--- src/bitslice_pkg.sv ---
package bitslice_pkg;

	// ------------------------------------------------------------------
	// Widths that carry a meaning
	// ------------------------------------------------------------------

	// Data width of one slice.
	typedef logic [3:0] nib_t;

	// Address into the sixteen-entry register file of a slice.
	typedef logic [3:0] reg_addr_t;

	// Microinstruction with destination in 8..6, function in 5..3 and source in 2..0.
	typedef logic [8:0] micro_t;

	// ------------------------------------------------------------------
	// Field codes
	// ------------------------------------------------------------------

	// Destination codes select the register file and Q write-back.
	localparam logic [2:0] dst_qreg  = 3'b000;
	localparam logic [2:0] dst_nop   = 3'b001;
	localparam logic [2:0] dst_rama  = 3'b010;
	localparam logic [2:0] dst_ramf  = 3'b011;
	localparam logic [2:0] dst_ramqd = 3'b100;
	localparam logic [2:0] dst_ramd  = 3'b101;
	localparam logic [2:0] dst_ramqu = 3'b110;
	localparam logic [2:0] dst_ramu  = 3'b111;

	// ALU function codes.
	// The subtract names follow the usual convention, so subr is S minus R.
	localparam logic [2:0] fn_add   = 3'b000;
	localparam logic [2:0] fn_subr  = 3'b001;
	localparam logic [2:0] fn_subs  = 3'b010;
	localparam logic [2:0] fn_or    = 3'b011;
	localparam logic [2:0] fn_and   = 3'b100;
	localparam logic [2:0] fn_notrs = 3'b101;
	localparam logic [2:0] fn_exor  = 3'b110;
	localparam logic [2:0] fn_exnor = 3'b111;

	// Source pair codes, named as R operand then S operand.
	localparam logic [2:0] src_aq = 3'b000;
	localparam logic [2:0] src_ab = 3'b001;
	localparam logic [2:0] src_zq = 3'b010;
	localparam logic [2:0] src_zb = 3'b011;
	localparam logic [2:0] src_za = 3'b100;
	localparam logic [2:0] src_da = 3'b101;
	localparam logic [2:0] src_dq = 3'b110;
	localparam logic [2:0] src_dz = 3'b111;

	// States of the command front end.
	typedef enum logic [1:0] {
		idle,
		issue,
		hold
	} front_state_t;

endpackage

--- src/slice_cmd_if.sv ---
`timescale 1ns/1ps

interface slice_cmd_if #(
	parameter int n_slices = 4
);
	import bitslice_pkg::*;

	// High for the single cycle in which the slices execute the command.
	logic issue;

	// Latched microinstruction and register file addresses.
	// All slices see the same fields.
	micro_t    instr;
	reg_addr_t a_addr;
	reg_addr_t b_addr;

	// External data word, one nibble per slice.
	nib_t [n_slices-1:0] d;

	// External carry-in, used only by the lookahead for slice 0.
	logic c0;

	// The front end drives every field.
	modport front (
		output issue, instr, a_addr, b_addr, d, c0
	);

	// Slices, lookahead and status collector only read.
	modport slice (
		input issue, instr, a_addr, b_addr, d, c0
	);

endinterface

--- src/alu_slice.sv ---
`timescale 1ns/1ps

module alu_slice #(
	parameter int slice_idx = 0
) (
	input logic clk,
	slice_cmd_if.slice cmd,
	input logic cin,
	input logic ram_in_lo,
	input logic ram_in_hi,
	input logic q_in_lo,
	input logic q_in_hi,
	output bitslice_pkg::nib_t f,
	output logic c4,
	output logic ovr,
	output logic g_n,
	output logic p_n,
	output logic f_lsb,
	output logic f_msb,
	output logic q_lsb,
	output logic q_msb,
	output bitslice_pkg::nib_t a_out
);
	import bitslice_pkg::*;

	// Register file and Q register of this slice.
	nib_t ram [16];
	nib_t q;

	// Register file read ports, this slice's data nibble and the two operands.
	nib_t a, b, d_nib;
	nib_t r, s;

	// Microinstruction fields.
	logic [2:0] dst, fn, src;

	// Operands extended by one bit so that the top bit of the sum is the carry.
	logic [4:0] r_ext, s_ext, sum;

	// Bitwise generate and propagate of the operands as the adder sees them.
	logic [3:0] gen, prop;

	assign dst = cmd.instr[8:6];
	assign fn  = cmd.instr[5:3];
	assign src = cmd.instr[2:0];

	assign a     = ram[cmd.a_addr];
	assign b     = ram[cmd.b_addr];
	assign d_nib = cmd.d[slice_idx];

	// ------------------------------------------------------------------
	// Operand select
	// ------------------------------------------------------------------

	// R comes from the A port, from zero or from the external data.
	always_comb begin
		case (src)
			src_aq, src_ab:         r = a;
			src_zq, src_zb, src_za: r = '0;
			default:                r = d_nib;
		endcase
	end

	// S comes from the A port, the B port, Q or zero.
	always_comb begin
		case (src)
			src_za, src_da: s = a;
			src_ab, src_zb: s = b;
			src_dz:         s = '0;
			default:        s = q;
		endcase
	end

	// ------------------------------------------------------------------
	// ALU
	// ------------------------------------------------------------------

	// Subtraction inverts one operand and lets the carry-in add the one.
	assign r_ext = (fn == fn_subr) ? {1'b0, ~r} : {1'b0, r};
	assign s_ext = (fn == fn_subs) ? {1'b0, ~s} : {1'b0, s};

	// Logic functions leave the carry bit clear.
	always_comb begin
		case (fn)
			fn_add, fn_subr, fn_subs: sum = r_ext + s_ext + {4'b0000, cin};
			fn_or:                    sum = {1'b0, r | s};
			fn_and:                   sum = {1'b0, r & s};
			fn_notrs:                 sum = {1'b0, ~r & s};
			fn_exor:                  sum = {1'b0, r ^ s};
			default:                  sum = {1'b0, ~(r ^ s)};
		endcase
	end

	assign f  = sum[3:0];
	assign c4 = sum[4];

	// Overflow when both operands agree in sign and the sum does not.
	// Only the top slice's value means anything for the word.
	assign ovr = (r_ext[3] == s_ext[3]) && (r_ext[3] != sum[3]);

	// Group terms for the external lookahead, both active low.
	assign gen  = r_ext[3:0] & s_ext[3:0];
	assign prop = r_ext[3:0] | s_ext[3:0];
	assign p_n  = ~&prop;
	assign g_n  = ~(gen[3] |
		(prop[3] & gen[2]) |
		(prop[3] & prop[2] & gen[1]) |
		(prop[3] & prop[2] & prop[1] & gen[0]));

	// ------------------------------------------------------------------
	// Write-back
	// ------------------------------------------------------------------

	// The register at b_addr takes F, F shifted down or F shifted up.
	// A shift pulls the vacated bit from the neighbouring slice.
	always_ff @(posedge clk) begin
		if (cmd.issue) begin
			case (dst)
				dst_rama, dst_ramf:  ram[cmd.b_addr] <= f;
				dst_ramqd, dst_ramd: ram[cmd.b_addr] <= {ram_in_hi, f[3:1]};
				dst_ramqu, dst_ramu: ram[cmd.b_addr] <= {f[2:0], ram_in_lo};
				default: ;
			endcase
		end
	end

	// Q loads F or shifts together with the register file.
	always_ff @(posedge clk) begin
		if (cmd.issue) begin
			case (dst)
				dst_qreg:  q <= f;
				dst_ramqd: q <= {q_in_hi, q[3:1]};
				dst_ramqu: q <= {q[2:0], q_in_lo};
				default: ;
			endcase
		end
	end

	// Shift link outputs to the neighbours.
	assign f_lsb = f[0];
	assign f_msb = f[3];
	assign q_lsb = q[0];
	assign q_msb = q[3];

	// The A port is the word output for the rama destination.
	assign a_out = a;

	// An executed command must be fully known, or the write-back is garbage.
	a_instr_known: assert property (@(posedge clk) cmd.issue |-> !$isunknown(cmd.instr))
		else $error("alu_slice %0d: unknown instruction bits during issue", slice_idx);

endmodule

--- src/cmd_front.sv ---
`timescale 1ns/1ps

module cmd_front #(
	parameter int n_slices = 4
) (
	input logic clk,
	input logic rst,
	input logic req,
	output logic ack,
	input bitslice_pkg::micro_t instr,
	input bitslice_pkg::reg_addr_t a_addr,
	input bitslice_pkg::reg_addr_t b_addr,
	input logic [n_slices*4-1:0] d,
	input logic c0,
	slice_cmd_if.front cmd
);
	import bitslice_pkg::*;

	front_state_t state;

	// ------------------------------------------------------------------
	// Handshake FSM
	// ------------------------------------------------------------------

	// Idle waits for req.
	// Issue lasts one cycle and executes the command.
	// Hold keeps ack up until the requester drops req.
	always_ff @(posedge clk) begin
		if (rst) begin
			state <= idle;
		end else begin
			case (state)
				idle: begin
					if (req) begin
						state <= issue;
					end
				end
				issue: state <= hold;
				hold: begin
					if (!req) begin
						state <= idle;
					end
				end
				default: state <= idle;
			endcase
		end
	end

	// All fields are captured at the edge that leaves idle.
	// The requester may change its inputs afterwards.
	always_ff @(posedge clk) begin
		if (state == idle && req) begin
			cmd.instr  <= instr;
			cmd.a_addr <= a_addr;
			cmd.b_addr <= b_addr;
			cmd.d      <= d;
			cmd.c0     <= c0;
		end
	end

	assign cmd.issue = (state == issue);

	// Ack rises the edge after issue, when result and flags are registered.
	assign ack = (state == hold);

endmodule

--- src/carry_lookahead.sv ---
`timescale 1ns/1ps

module carry_lookahead #(
	parameter int n_slices = 4
) (
	slice_cmd_if.slice cmd,
	input logic [n_slices-1:0] g_n,
	input logic [n_slices-1:0] p_n,
	output logic [n_slices-1:0] cin
);

	// ------------------------------------------------------------------
	// One-level group lookahead
	// ------------------------------------------------------------------

	// The carry into slice k is set when some lower slice generates and
	// every slice between it and k propagates, or when c0 is set and every
	// lower slice propagates.
	// The loop below nests that sum term by term and flattens into the
	// two-level equations of a lookahead generator.
	always_comb begin
		logic carry;
		carry = cmd.c0;
		for (int k = 0; k < n_slices; k++) begin
			cin[k] = carry;
			// Slice k either generates or passes the incoming carry on.
			carry = ~g_n[k] | (~p_n[k] & carry);
		end
	end

endmodule

--- src/status_collect.sv ---
`timescale 1ns/1ps

module status_collect #(
	parameter int n_slices = 4
) (
	input logic clk,
	input logic rst,
	slice_cmd_if.slice cmd,
	input logic [n_slices*4-1:0] f_word,
	input logic [n_slices*4-1:0] a_word,
	input logic c4_top,
	input logic ovr_top,
	output logic [n_slices*4-1:0] result,
	output logic carry,
	output logic overflow,
	output logic zero,
	output logic sign
);
	import bitslice_pkg::*;

	// The rama destination puts the A port on the word output.
	logic sel_a;

	assign sel_a = (cmd.instr[8:6] == dst_rama);

	// ------------------------------------------------------------------
	// Result and flag registers
	// ------------------------------------------------------------------

	// Everything is captured at the edge that ends the issue cycle.
	// The values then hold until the next command.
	always_ff @(posedge clk) begin
		if (rst) begin
			result   <= '0;
			carry    <= 1'b0;
			overflow <= 1'b0;
			zero     <= 1'b0;
			sign     <= 1'b0;
		end else if (cmd.issue) begin
			result   <= sel_a ? a_word : f_word;
			carry    <= c4_top;
			overflow <= ovr_top;
			// Zero and sign always describe F, even when A is output.
			zero     <= (f_word == '0);
			sign     <= f_word[n_slices*4-1];
		end
	end

endmodule

--- src/bitslice_top.sv ---
`timescale 1ns/1ps

module bitslice_top #(
	parameter int n_slices = 4
) (
	input logic clk,
	input logic rst,
	input logic req,
	output logic ack,
	input bitslice_pkg::micro_t instr,
	input bitslice_pkg::reg_addr_t a_addr,
	input bitslice_pkg::reg_addr_t b_addr,
	input logic [n_slices*4-1:0] d,
	input logic c0,
	input logic shift_fill,
	output logic [n_slices*4-1:0] result,
	output logic carry,
	output logic overflow,
	output logic zero,
	output logic sign
);

	// Word outputs gathered from the slices.
	logic [n_slices*4-1:0] f_word, a_word;

	// Per-slice carry terms and flags.
	logic [n_slices-1:0] g_n, p_n, cin, c4, ovr;

	// Per-slice shift link outputs.
	logic [n_slices-1:0] f_lsb, f_msb, q_lsb, q_msb;

	// Shift link inputs, index k feeds slice k.
	logic [n_slices-1:0] ram_hi, ram_lo, q_hi, q_lo;

	slice_cmd_if #(.n_slices(n_slices)) cmd_bus ();

	cmd_front #(.n_slices(n_slices)) u_front (
		.clk    (clk),
		.rst    (rst),
		.req    (req),
		.ack    (ack),
		.instr  (instr),
		.a_addr (a_addr),
		.b_addr (b_addr),
		.d      (d),
		.c0     (c0),
		.cmd    (cmd_bus)
	);

	// Down shifts take the lsb of the slice above, and the top slice takes the fill.
	assign ram_hi = {shift_fill, f_lsb[n_slices-1:1]};
	assign q_hi   = {shift_fill, q_lsb[n_slices-1:1]};

	// Up shifts take the msb of the slice below, and slice 0 takes the fill.
	assign ram_lo = {f_msb[n_slices-2:0], shift_fill};
	assign q_lo   = {q_msb[n_slices-2:0], shift_fill};

	for (genvar k = 0; k < n_slices; k++) begin : g_slice
		alu_slice #(.slice_idx(k)) u_slice (
			.clk       (clk),
			.cmd       (cmd_bus),
			.cin       (cin[k]),
			.ram_in_lo (ram_lo[k]),
			.ram_in_hi (ram_hi[k]),
			.q_in_lo   (q_lo[k]),
			.q_in_hi   (q_hi[k]),
			.f         (f_word[4*k +: 4]),
			.c4        (c4[k]),
			.ovr       (ovr[k]),
			.g_n       (g_n[k]),
			.p_n       (p_n[k]),
			.f_lsb     (f_lsb[k]),
			.f_msb     (f_msb[k]),
			.q_lsb     (q_lsb[k]),
			.q_msb     (q_msb[k]),
			.a_out     (a_word[4*k +: 4])
		);
	end

	carry_lookahead #(.n_slices(n_slices)) u_lookahead (
		.cmd (cmd_bus),
		.g_n (g_n),
		.p_n (p_n),
		.cin (cin)
	);

	// Word carry and overflow come from the most significant slice.
	status_collect #(.n_slices(n_slices)) u_status (
		.clk      (clk),
		.rst      (rst),
		.cmd      (cmd_bus),
		.f_word   (f_word),
		.a_word   (a_word),
		.c4_top   (c4[n_slices-1]),
		.ovr_top  (ovr[n_slices-1]),
		.result   (result),
		.carry    (carry),
		.overflow (overflow),
		.zero     (zero),
		.sign     (sign)
	);

endmodule

--- config.mk ---
export PLATFORM = sky130hd
export DESIGN_NAME = bitslice_top
export DESIGN_NICKNAME = d
export VERILOG_FILES = /design/src/bitslice_pkg.sv /design/src/slice_cmd_if.sv /design/src/alu_slice.sv /design/src/cmd_front.sv /design/src/carry_lookahead.sv /design/src/status_collect.sv /design/src/bitslice_top.sv
export SDC_FILE = /design/constraint.sdc
export NUM_CORES = 1
export LEC_CHECK = 0
export BUFFER_PORTS_ARGS = -buffer_cell sky130_fd_sc_hd__buf_4
export CAP_MARGIN = 10
export CORE_MARGIN = 1
export CORE_UTILIZATION = 44
export CTS_BUF_LIST = sky130_fd_sc_hd__clkbuf_4 sky130_fd_sc_hd__clkbuf_8
export DETAILED_ROUTE_END_ITERATION = 16
export GPL_ROUTABILITY_DRIVEN = 0
export PLACE_DENSITY_LB_ADDON = 0.05
export SLEW_MARGIN = 0
export SYNTH_ARGS = -nofsm -noshare
export SYNTH_HDL_FRONTEND = slang
export SYNTH_HIERARCHICAL = 1
export SYNTH_SLANG_ARGS = --single-unit
--- constraint.sdc ---
create_clock -name clk -period 8.4 [get_ports clk]
set_clock_uncertainty 0.1 [all_clocks]
set_input_delay 0.42 -clock clk [delete_from_list [all_inputs] [get_ports clk]]
set_output_delay 0.42 -clock clk [all_outputs]
set_load 0.05 [all_outputs]
==> impl_metrics.yaml, run 1 <==
floorplanning:
  core_area_sq_um: 44120
  start_util: 0.4455
  die_h_microns: 213.4
  die_area_sq_um: 45530
  die_w_microns: 213.4
  placementRows: 77
  io_pins: 59
cts:
  clock_sinks: 328
  cts_root_buffer: "clkbuf_8"
  htree_levels: 2
  numCtsBuffers: 57
  cts_tree: "yes"
  cts_buffer_depth: 3
  post_cts_buffers: 0
  insertion_delay_ns: 0.65
  clk_pin_slew_ns: 0.06
power:
  power_leakage_nw: 7.895
  powerDensity_nw_per_um2: 201.4
  ir_drop_v: 0.0001335
route:
  viasPerCell: 6.026
  ant_nets: 0
  dr_total_vias: 13230
  drc: 0
  drt-total-wl_microns: 55350
  initialDrtViolationCount: 1024
  dr.pass1.iters: 5
  wl_per_cell_microns: 25.21
logic_synthesis:
  syn_inst: 1470
  synth_nets: 1559
  syn_area_sq_um: 19660
  synth.yosys.warnings: 6
  syn_area_per_cell_sq_um: 13.37
grt:
  overflow: 0
  grt.total_usage: 0.2497
  antenna_found_initial: 0
  grt_first_pass_wirelength_microns: 83170
  grt_pass1_vias: 13130
  grt_max_degree: 76
timing:
  final.setup.tns_ns: 0
  hold_viol: 0
  fmaxAchievable_mhz: 144.8
  max_slew_margin: 0.2039
  slew_viol_final: 0
  post-route-period-util: 0.8223
  tightest_slew_ns: 1.193
  setup_ws_ns: 1.493
  finalSetupViolCount: 0
  grt_setup_unrepaired: "false"
  period_needed_ns: 6.907
setup_path:
  critical_path.reg2reg.startpoint: "u_front/cmd.b_addr[1]"
  crit_arrival_ns: 7.06
  critPathCaptureType: "register"
  critPathRequiredTime_ns: 8.55
  crit_type: "reg -> reg"
  startpoint: "u_front/cmd.b_addr[1]"
  r2r_slack_ns: 1.49
  crit_fanout: 22
  critPathLaunchType: "register"
place:
  place_ws_ns: 1.465
  port_buffers: 58
  hpwl_microns: 38950
final_layout:
  ff_latch_area_sq_um: 9629
  multi_input_comb_area_sq_um: 9173
  drive_above_1_share: 0.2431
  nNetsFinal: 1651
  n_fill_cell: 3898
  antennaDiodeCount: 0
  syn_to_final_growth_pct: 12.16
outcome:
  outcome: "finished, final reports clean"
hold_path:
  hold_class: "in -> reg"
  min_from: "rst"
job:
  cap_violations: 0
[critical path, stage by stage (launching register included)]
cell	delay (ns)
edfxtp_1	0.99
buf_4	0.49
mux4_2	0.54
mux2_2	0.28
a221oi_1	0.39
nand2_1	0.16
xor2_1	0.22
inv_1	0.07
ha_1	0.18
or4_1	0.40
o21a_1	0.22
o31ai_2	0.19
inv_1	0.11
fa_1	0.44
inv_1	0.09
fa_1	0.39
and2_1	0.17
a21o_1	0.19
a311oi_1	0.39
o22ai_1	0.46
[cell usage in the layout (no fill, tap or decap), drive strengths merged, types with 43 or more instances in the layout]
master,count
a21oi,47
buf,95
clkbuf,75
edfxtp,306
ha,43
inv,80
mux2i,60
mux4,131
nand2,84
nor2,127
o21ai,44
[worst paths after layout]
check | endpoint | depth (start not counted)
min reg2reg | u_status/zero | 2
max reg2reg | g_slice[3].u_slice/ram[13][0] | 19
max | g_slice[3].u_slice/ram[13][0] | 19
min | u_front/state[1] | 2
[state kept, by name, summed over array words and instances (netlist names)]
name	count
u_front/cmd.instr	9
u_front/cmd.d	16
u_front/cmd.b_addr	4
u_front/state	2
u_status/overflow	1
u_status/sign	1
g_slice.u_slice/ram	256
u_front/cmd.a_addr	4
u_status/zero	1
u_status/result	16
u_status/carry	1
u_front/cmd.c0	1
g_slice.u_slice/q	16
[routing by layer]
| metal | part of all wire | up-vias | track usage |
|---|---|---|---|
| met5 | 0 | - | 0 |
| met1 | 0.45 | 6732 | 0.3581 |
| met4 | 0.021 | 0 | 0.06675 |
| li1 | - | 5962 | - |
| met2 | 0.46 | 451 | 0.3837 |
| met3 | 0.066 | 87 | 0.05492 |
[power breakdown]
part | switching [W] | internal [W]
clock network | 0.000663 | 0.000795
registers | 0.0000405 | 0.00194
logic | 0.000626 | 0.000380
total | 0.00133 | 0.00311
[final cells by class]
cell class | count | share of cell area
sequential | 328 | 0.4367
multi-input combinational | 966 | 0.4160
timing repair buffer | 130 | 0.04937
clock buffer | 75 | 0.04313
tap | 592 | 0.03359
inverter | 79 | 0.01345
clock inverter | 26 | 0.007774
[stage by stage]
step           hold WS [ns]  utilization  power, W  area [sq um]  std cells
2_1_floorplan        0.3492            -  0.002706         19660       1470
3_3_place_gp         0.3772       0.4660  0.002992         20560       2058
3_5_place_dp         0.3878       0.4660  0.002999         20560       2058
4_1_cts             0.02593       0.4994  0.004478         22030       2194
5_1_grt             0.04751       0.4997  0.004654         22050       2196
6_report            0.06376       0.4997  0.004441         22050       2196
[what timing repair did]
| action | in CTS | in global routing |
|---|---|---|
| hold buffers | 35 | 0 |
| gates resized for setup | 0 | 0 |
| endpoints found under the hold margin | 36 | 0 |
Power figures use the tool's default switching activity.
==> run 2: changes to the inputs <==
--- a/config.mk
+++ b/config.mk
@@ -5,6 +5,7 @@
 export SDC_FILE = /design/constraint.sdc
 export NUM_CORES = 1
 export LEC_CHECK = 0
+export ABC_AREA = 1
 export BUFFER_PORTS_ARGS = -buffer_cell sky130_fd_sc_hd__buf_4
 export CAP_MARGIN = 10
 export CORE_MARGIN = 1
==> constraint.sdc (replaced) <==
create_clock -name clk -period 5.8 [get_ports clk]
set_clock_uncertainty 0.1 [all_clocks]
set_input_delay 0.29 -clock clk [delete_from_list [all_inputs] [get_ports clk]]
set_output_delay 0.29 -clock clk [all_outputs]
set_load 0.05 [all_outputs]
==> run 2 against run 1 <==
Global-route usage grew 1.0 points; routed wire length is 15% higher; first-iteration DRC count up 50%; combinational power grew 63%; count of clock-buffer cells in the layout rose by 5; area after synthesis rose by 7.2%; total power rose by 52%; critical path depth rose by 15; fmax is 27% higher; sequential cell count is the same; largest cell class unchanged; largest power group unchanged.
==> impl_metrics.yaml, run 2 <==
floorplanning:
  core_area_sq_um: 46850
  placementRows: 79
  start_util: 0.4497
  die_w_microns: 220.8
  io_pins: 59
  die_h_microns: 220.8
  die_area_sq_um: 48760
hold_path:
  hold_class: "in -> reg"
  hold_end: "u_front/cmd.d[15]"
  min_from: "d[15]"
  whs_path_depth: 2
cts:
  cts_buffer_depth: 3
  clk_pin_slew_ns: 0.07
  cts_tree: "yes"
  numCtsBuffers: 58
  cts_root_buffer: "clkbuf_8"
  insertion_delay_ns: 0.67
  clock_sinks: 328
  htree_levels: 2
grt:
  grt_max_degree: 60
  overflow: 0
  grt_first_pass_wirelength_microns: 99460
  grt_pass1_vias: 18170
  antenna_found_initial: 0
  grt.total_usage: 0.2599
logic_synthesis:
  synth.yosys.warnings: 6
  syn_area_sq_um: 21070
  syn_area_per_cell_sq_um: 7.568
  synth_nets: 2873
  syn_inst: 2784
route:
  initialDrtViolationCount: 1541
  drc: 0
  dr_total_vias: 18450
  viasPerCell: 5.197
  drt-total-wl_microns: 63560
  ant_nets: 0
  wl_per_cell_microns: 17.90
  dr.pass1.iters: 6
final_layout:
  layout_common_cells: "nand2_1 (1016), inv_1 (393), nand3_1 (310), edfxtp_1 (306), nor2_1 (205)"
  nNetsFinal: 2986
  final_common_cell: "nand2_1"
  drive_above_1_share: 0.1098
  top_register: "g_slice.u_slice/ram"
  syn_to_final_growth_pct: 12.13
  n_fill_cell: 4690
  antennaDiodeCount: 0
  fin_area_sq_um: 23630
  largest_reg_flops: 256
  final_cells: 3550
  fin_util: 0.5042
place:
  hpwl_microns: 44900
  port_buffers: 58
  dp_cells: 3400
  placed_area_sq_um: 21930
setup_path:
  critPathCaptureType: "register"
  r2r-end: "g_slice[3].u_slice/ram[12][2]"
  cp_slowest_cell: "edfxtp_1"
  critPathRequiredTime_ns: 6.10
  crit_top_cell: "nand2_1"
  crit_arrival_ns: 5.75
  critPathLaunchType: "register"
  critical_path.reg2reg.startpoint: "u_front/cmd.a_addr[0]"
  crit_type: "reg -> reg"
  r2r_slack_ns: 0.35
  reg2reg_depth: 34
  max_stage_delay_ns: 0.43
  crit_fanout: 29
timing:
  tightest_slew_ns: 0.7239
  post-route-period-util: 0.9391
  hold_viol: 0
  fin_hold_ws_ns: 0.2377
  finalSetupViolCount: 0
  fmaxAchievable_mhz: 183.6
  period_needed_ns: 5.447
  max_slew_margin: 0.5145
  slew_viol_final: 0
power:
  sw_frac_of_total: 0.3238
  power_frac_comb: 0.244
  switchingPower_w: 0.002180
  p_clk_frac: 0.332
  ir_drop_v: 0.0001949
  power_leakage_nw: 11.01
  power_w: 0.006733
  powerDensity_nw_per_um2: 285.0
  pwr-share-seq: 0.424
  cellInternalPower_w: 0.004553
job:
  cap_violations: 0
outcome:
  outcome: "finished, final reports clean"
-- run 2: cell types whose count changed in the layout (fill, tap and decap cells not counted), moves of 35 or more --
cell     delta
nand3_1   +289
mux2i_1    -59
o21ai_0    +71
nand2_2    +35
inv_1     +315
nor2_1     +79
nand2_1   +943
mux4_2    -111
-- run 2: worst max-delay path by stage --
| stage | end | depth (start not counted) | slack [ns] | from |
|---|---|---|---|---|
| finish | g_slice[3].u_slice/ram[12][2] | 34 | 0.35 | u_front/cmd.a_addr[0] |
| global placement | g_slice[3].u_slice/ram[7][2] | 35 | 0.38 | u_front/cmd.b_addr[0] |
| detailed placement | g_slice[3].u_slice/ram[4][2] | 34 | 0.34 | u_front/cmd.b_addr[1] |
| global route | g_slice[3].u_slice/ram[7][2] | 33 | -0.02 | u_front/cmd.a_addr[0] |
| floorplan | g_slice[3].u_slice/ram[0][2] | 35 | 1.06 | u_front/cmd.a_addr[0] |
| CTS | g_slice[3].u_slice/ram[7][2] | 34 | 0.32 | u_front/cmd.b_addr[1] |
-- run 2: critical path: cells and delay by family, from the launching register on --
kind | cells | cell delay, ns
buf+inv | 8 | 0.97
xor+xnor | 1 | 0.21
flops | 1 | 0.43
simple gates | 19 | 1.95
fa+ha+maj | 3 | 1.00
compound gates | 3 | 0.48
-- run 2: timing repair --
item,in CTS,in global routing
buffers inserted,0,4
setup endpoints to repair,0,130
gates resized for setup,0,21
endpoints found under the hold margin,62,0
hold buffers,38,0
-- run 2: area by class of cell --
type,count,area (sq um),area share
Tap cell,607,759.5,0.03215
Inverter,421,1613,0.06827
Multi-Input combinational cell,1936,9099,0.3851
Clock buffer,80,988.4,0.04184
Clock inverter,26,201.4,0.008527
Timing Repair Buffer,152,1335,0.05651
Sequential cell,328,9629,0.4076
-- run 2: metrics by stage --
stage / TNS (ns) / setup WS, ns
6_report: 0 / 0.3534
5_1_grt: -0.2798 / -0.02322
4_1_cts: 0 / 0.3190
3_5_place_dp: 0 / 0.3381
3_3_place_gp: 0 / 0.3812
2_1_floorplan: 0 / 1.059
-- run 2: power by group through the flow --
stage	sequential, W	combinational (W)	clock [W]
floorplan	0.00293	0.00105	0
global placement	0.00290	0.00159	0
detailed placement	0.00290	0.00161	0
CTS	0.00285	0.00163	0.00230
global route	0.00285	0.00184	0.00241
finish	0.00285	0.00165	0.00224
-- run 2: per-layer routing --
metal | vias up | wire length (microns) | GRT usage
li1 | 9103 | - | -
met1 | 8634 | 27030 | 0.3293
met2 | 574 | 30950 | 0.4452
met3 | 139 | 3476 | 0.03944
met4 | 0 | 2101 | 0.1033
met5 | - | 0 | 0
==> run 3: changes to the inputs <==
==> constraint.sdc (replaced) <==
create_clock -name clk -period 6.9 [get_ports clk]
set_clock_uncertainty 0.1 [all_clocks]
set_input_delay 0.345 -clock clk [delete_from_list [all_inputs] [get_ports clk]]
set_output_delay 0.345 -clock clk [all_outputs]
set_load 0.05 [all_outputs]
==> run 3 against run 2 <==
Clock power decreased by 24%; non-clock buffer count decreased by 22; total power is 19% lower; core utilization fell by 0.90 points; fmax down 9.9%; first-iteration DRC count fell by 5.7%; global-route usage is 0.17 points lower; setup slack better by 0.50 ns; sequential cell count unchanged; critical endpoint is now g_slice[3].u_slice/ram[9][2]; count of clock-buffer cells in the layout is 9 lower; cell count is 0.82% lower; hold slack improved by 0.069 ns.
==> impl_metrics.yaml, run 3 (synthesis gave the netlist of run 2 again) <==
outcome:
  outcome: "finished, final reports clean"
setup_path:
  critPathCaptureType: "register"
  crit_fanout: 27
  critPathLaunchType: "register"
  critPathRequiredTime_ns: 7.04
  cp_slowest_cell: "edfxtp_1"
  max_stage_delay_ns: 0.69
  crit_top_cell: "nand2_1"
  crit_arrival_ns: 6.19
  crit_type: "reg -> reg"
route:
  drt-total-wl_microns: 62690
  ant_nets: 0
  dr_total_vias: 18290
  dr.pass1.iters: 6
  viasPerCell: 5.195
  wl_per_cell_microns: 17.80
  drc: 0
  initialDrtViolationCount: 1453
timing:
  slew_viol_final: 0
  final.setup.tns_ns: 0
  post-route-period-util: 0.8764
  setup_ws_ns: 0.8531
  tightest_slew_ns: 0.9392
  hold_viol: 0
  grt_setup_unrepaired: "false"
  period_needed_ns: 6.047
  max_slew_margin: 0.3738
  fmaxAchievable_mhz: 165.4
  finalSetupViolCount: 0
final_layout:
  final_common_cell: "nand2_1"
  syn_to_final_growth_pct: 10.14
  largest_reg_flops: 256
  top_register: "g_slice.u_slice/ram"
  antennaDiodeCount: 0
  drive_above_1_share: 0.09849
  n_fill_cell: 4679
  nNetsFinal: 2963
  layout_common_cells: "nand2_1 (1016), inv_1 (393), nand3_1 (310), edfxtp_1 (306), nor2_1 (205)"
power:
  pwr-share-seq: 0.443
  sw_frac_of_total: 0.3297
  power_frac_comb: 0.245
  p_clk_frac: 0.313
  powerDensity_nw_per_um2: 234.5
  switchingPower_w: 0.001794
  ir_drop_v: 0.0001477
  power_leakage_nw: 10.80
  cellInternalPower_w: 0.003647
place:
  hpwl_microns: 44740
  port_buffers: 58
  place_ws_ns: 0.8492
cts:
  numCtsBuffers: 57
  htree_levels: 2
  post_cts_buffers: 0
  clk_pin_slew_ns: 0.06
  clock_sinks: 328
  insertion_delay_ns: 0.66
  cts_root_buffer: "clkbuf_8"
  cts_buffer_depth: 3
  cts_tree: "yes"
grt:
  overflow: 0
  grt_pass1_vias: 17790
  grt_first_pass_wirelength_microns: 98490
  antenna_found_initial: 0
  grt_max_degree: 111
  grt.total_usage: 0.2582
floorplanning:
  core_area_sq_um: 46850
  io_pins: 59
  die_h_microns: 220.8
  die_area_sq_um: 48760
  start_util: 0.4497
  placementRows: 79
  die_w_microns: 220.8
job:
  cap_violations: 0
hold_path:
  hold_class: "in -> reg"
run 3: metal layers:
layer,vias up,GRT usage,share of wire
li1,9048,-,-
met1,8499,0.3363,0.44
met2,598,0.4333,0.47
met3,148,0.03147,0.052
met4,0,0.1114,0.038
met5,-,0,0
run 3: cell type report:
cell class	instances	area, sq um	area share
clock buffers	71	902.1	0.03888
clock inverters	28	148.9	0.006416
inverters	421	1594	0.06869
multi-input cells	1936	9087	0.3916
flip-flops and latches	328	9629	0.4150
well taps	607	759.5	0.03273
repair buffers	130	1084	0.04669
run 3: path summary, 6_finish.rpt:
| kind | start | depth (start not counted) | slack, ns | end |
|---|---|---|---|---|
| max | u_front/cmd.a_addr[0] | 32 | 0.85 | g_slice[3].u_slice/ram[9][2] |
| min | instr[3] | 2 | 0.31 | u_front/cmd.instr[3] |
| max reg2reg | u_front/cmd.a_addr[0] | 32 | 0.85 | g_slice[3].u_slice/ram[9][2] |
| min reg2reg | u_status/overflow | 2 | 0.37 | u_status/overflow |
run 3: power by group through the flow:
| stage | registers, W | clock network (W) | logic [W] |
|---|---|---|---|
| floorplan | 0.00246 | 0 | 0.000882 |
| global placement | 0.00245 | 0 | 0.00130 |
| detailed placement | 0.00245 | 0 | 0.00131 |
| CTS | 0.00241 | 0.00176 | 0.00133 |
| global route | 0.00241 | 0.00183 | 0.00148 |
| finish | 0.00241 | 0.00170 | 0.00133 |
run 3: what timing repair did:
item / CTS / global route
gates resized for setup: 0 / 0
endpoints found under the hold margin: 57 / 0
hold buffers: 38 / 0
run 3: critical path, delay by kind of cell, from the launching register on:
family | cells | cell delay (ns)
flip-flops | 1 | 0.69
AO/OA/AOI/OAI | 2 | 0.54
AND/OR/NAND/NOR | 21 | 2.51
buffers and inverters | 5 | 0.70
adder cells (fa/ha/maj) | 3 | 0.82
XOR/XNOR | 1 | 0.26
run 3: metrics by stage:
step | area [sq um] | power [W] | hold WS (ns) | utilization | cells
6_report | 23200 | 0.005441 | 0.3062 | 0.4953 | 3521
4_1_cts | 23200 | 0.005499 | 0.2491 | 0.4953 | 3521
5_1_grt | 23200 | 0.005725 | 0.2791 | 0.4953 | 3521
3_3_place_gp | 21770 | 0.003748 | 0.3582 | 0.4647 | 3384
2_1_floorplan | 21070 | 0.003341 | 0.3074 | - | 2784
3_5_place_dp | 21770 | 0.003759 | 0.3670 | 0.4647 | 3384
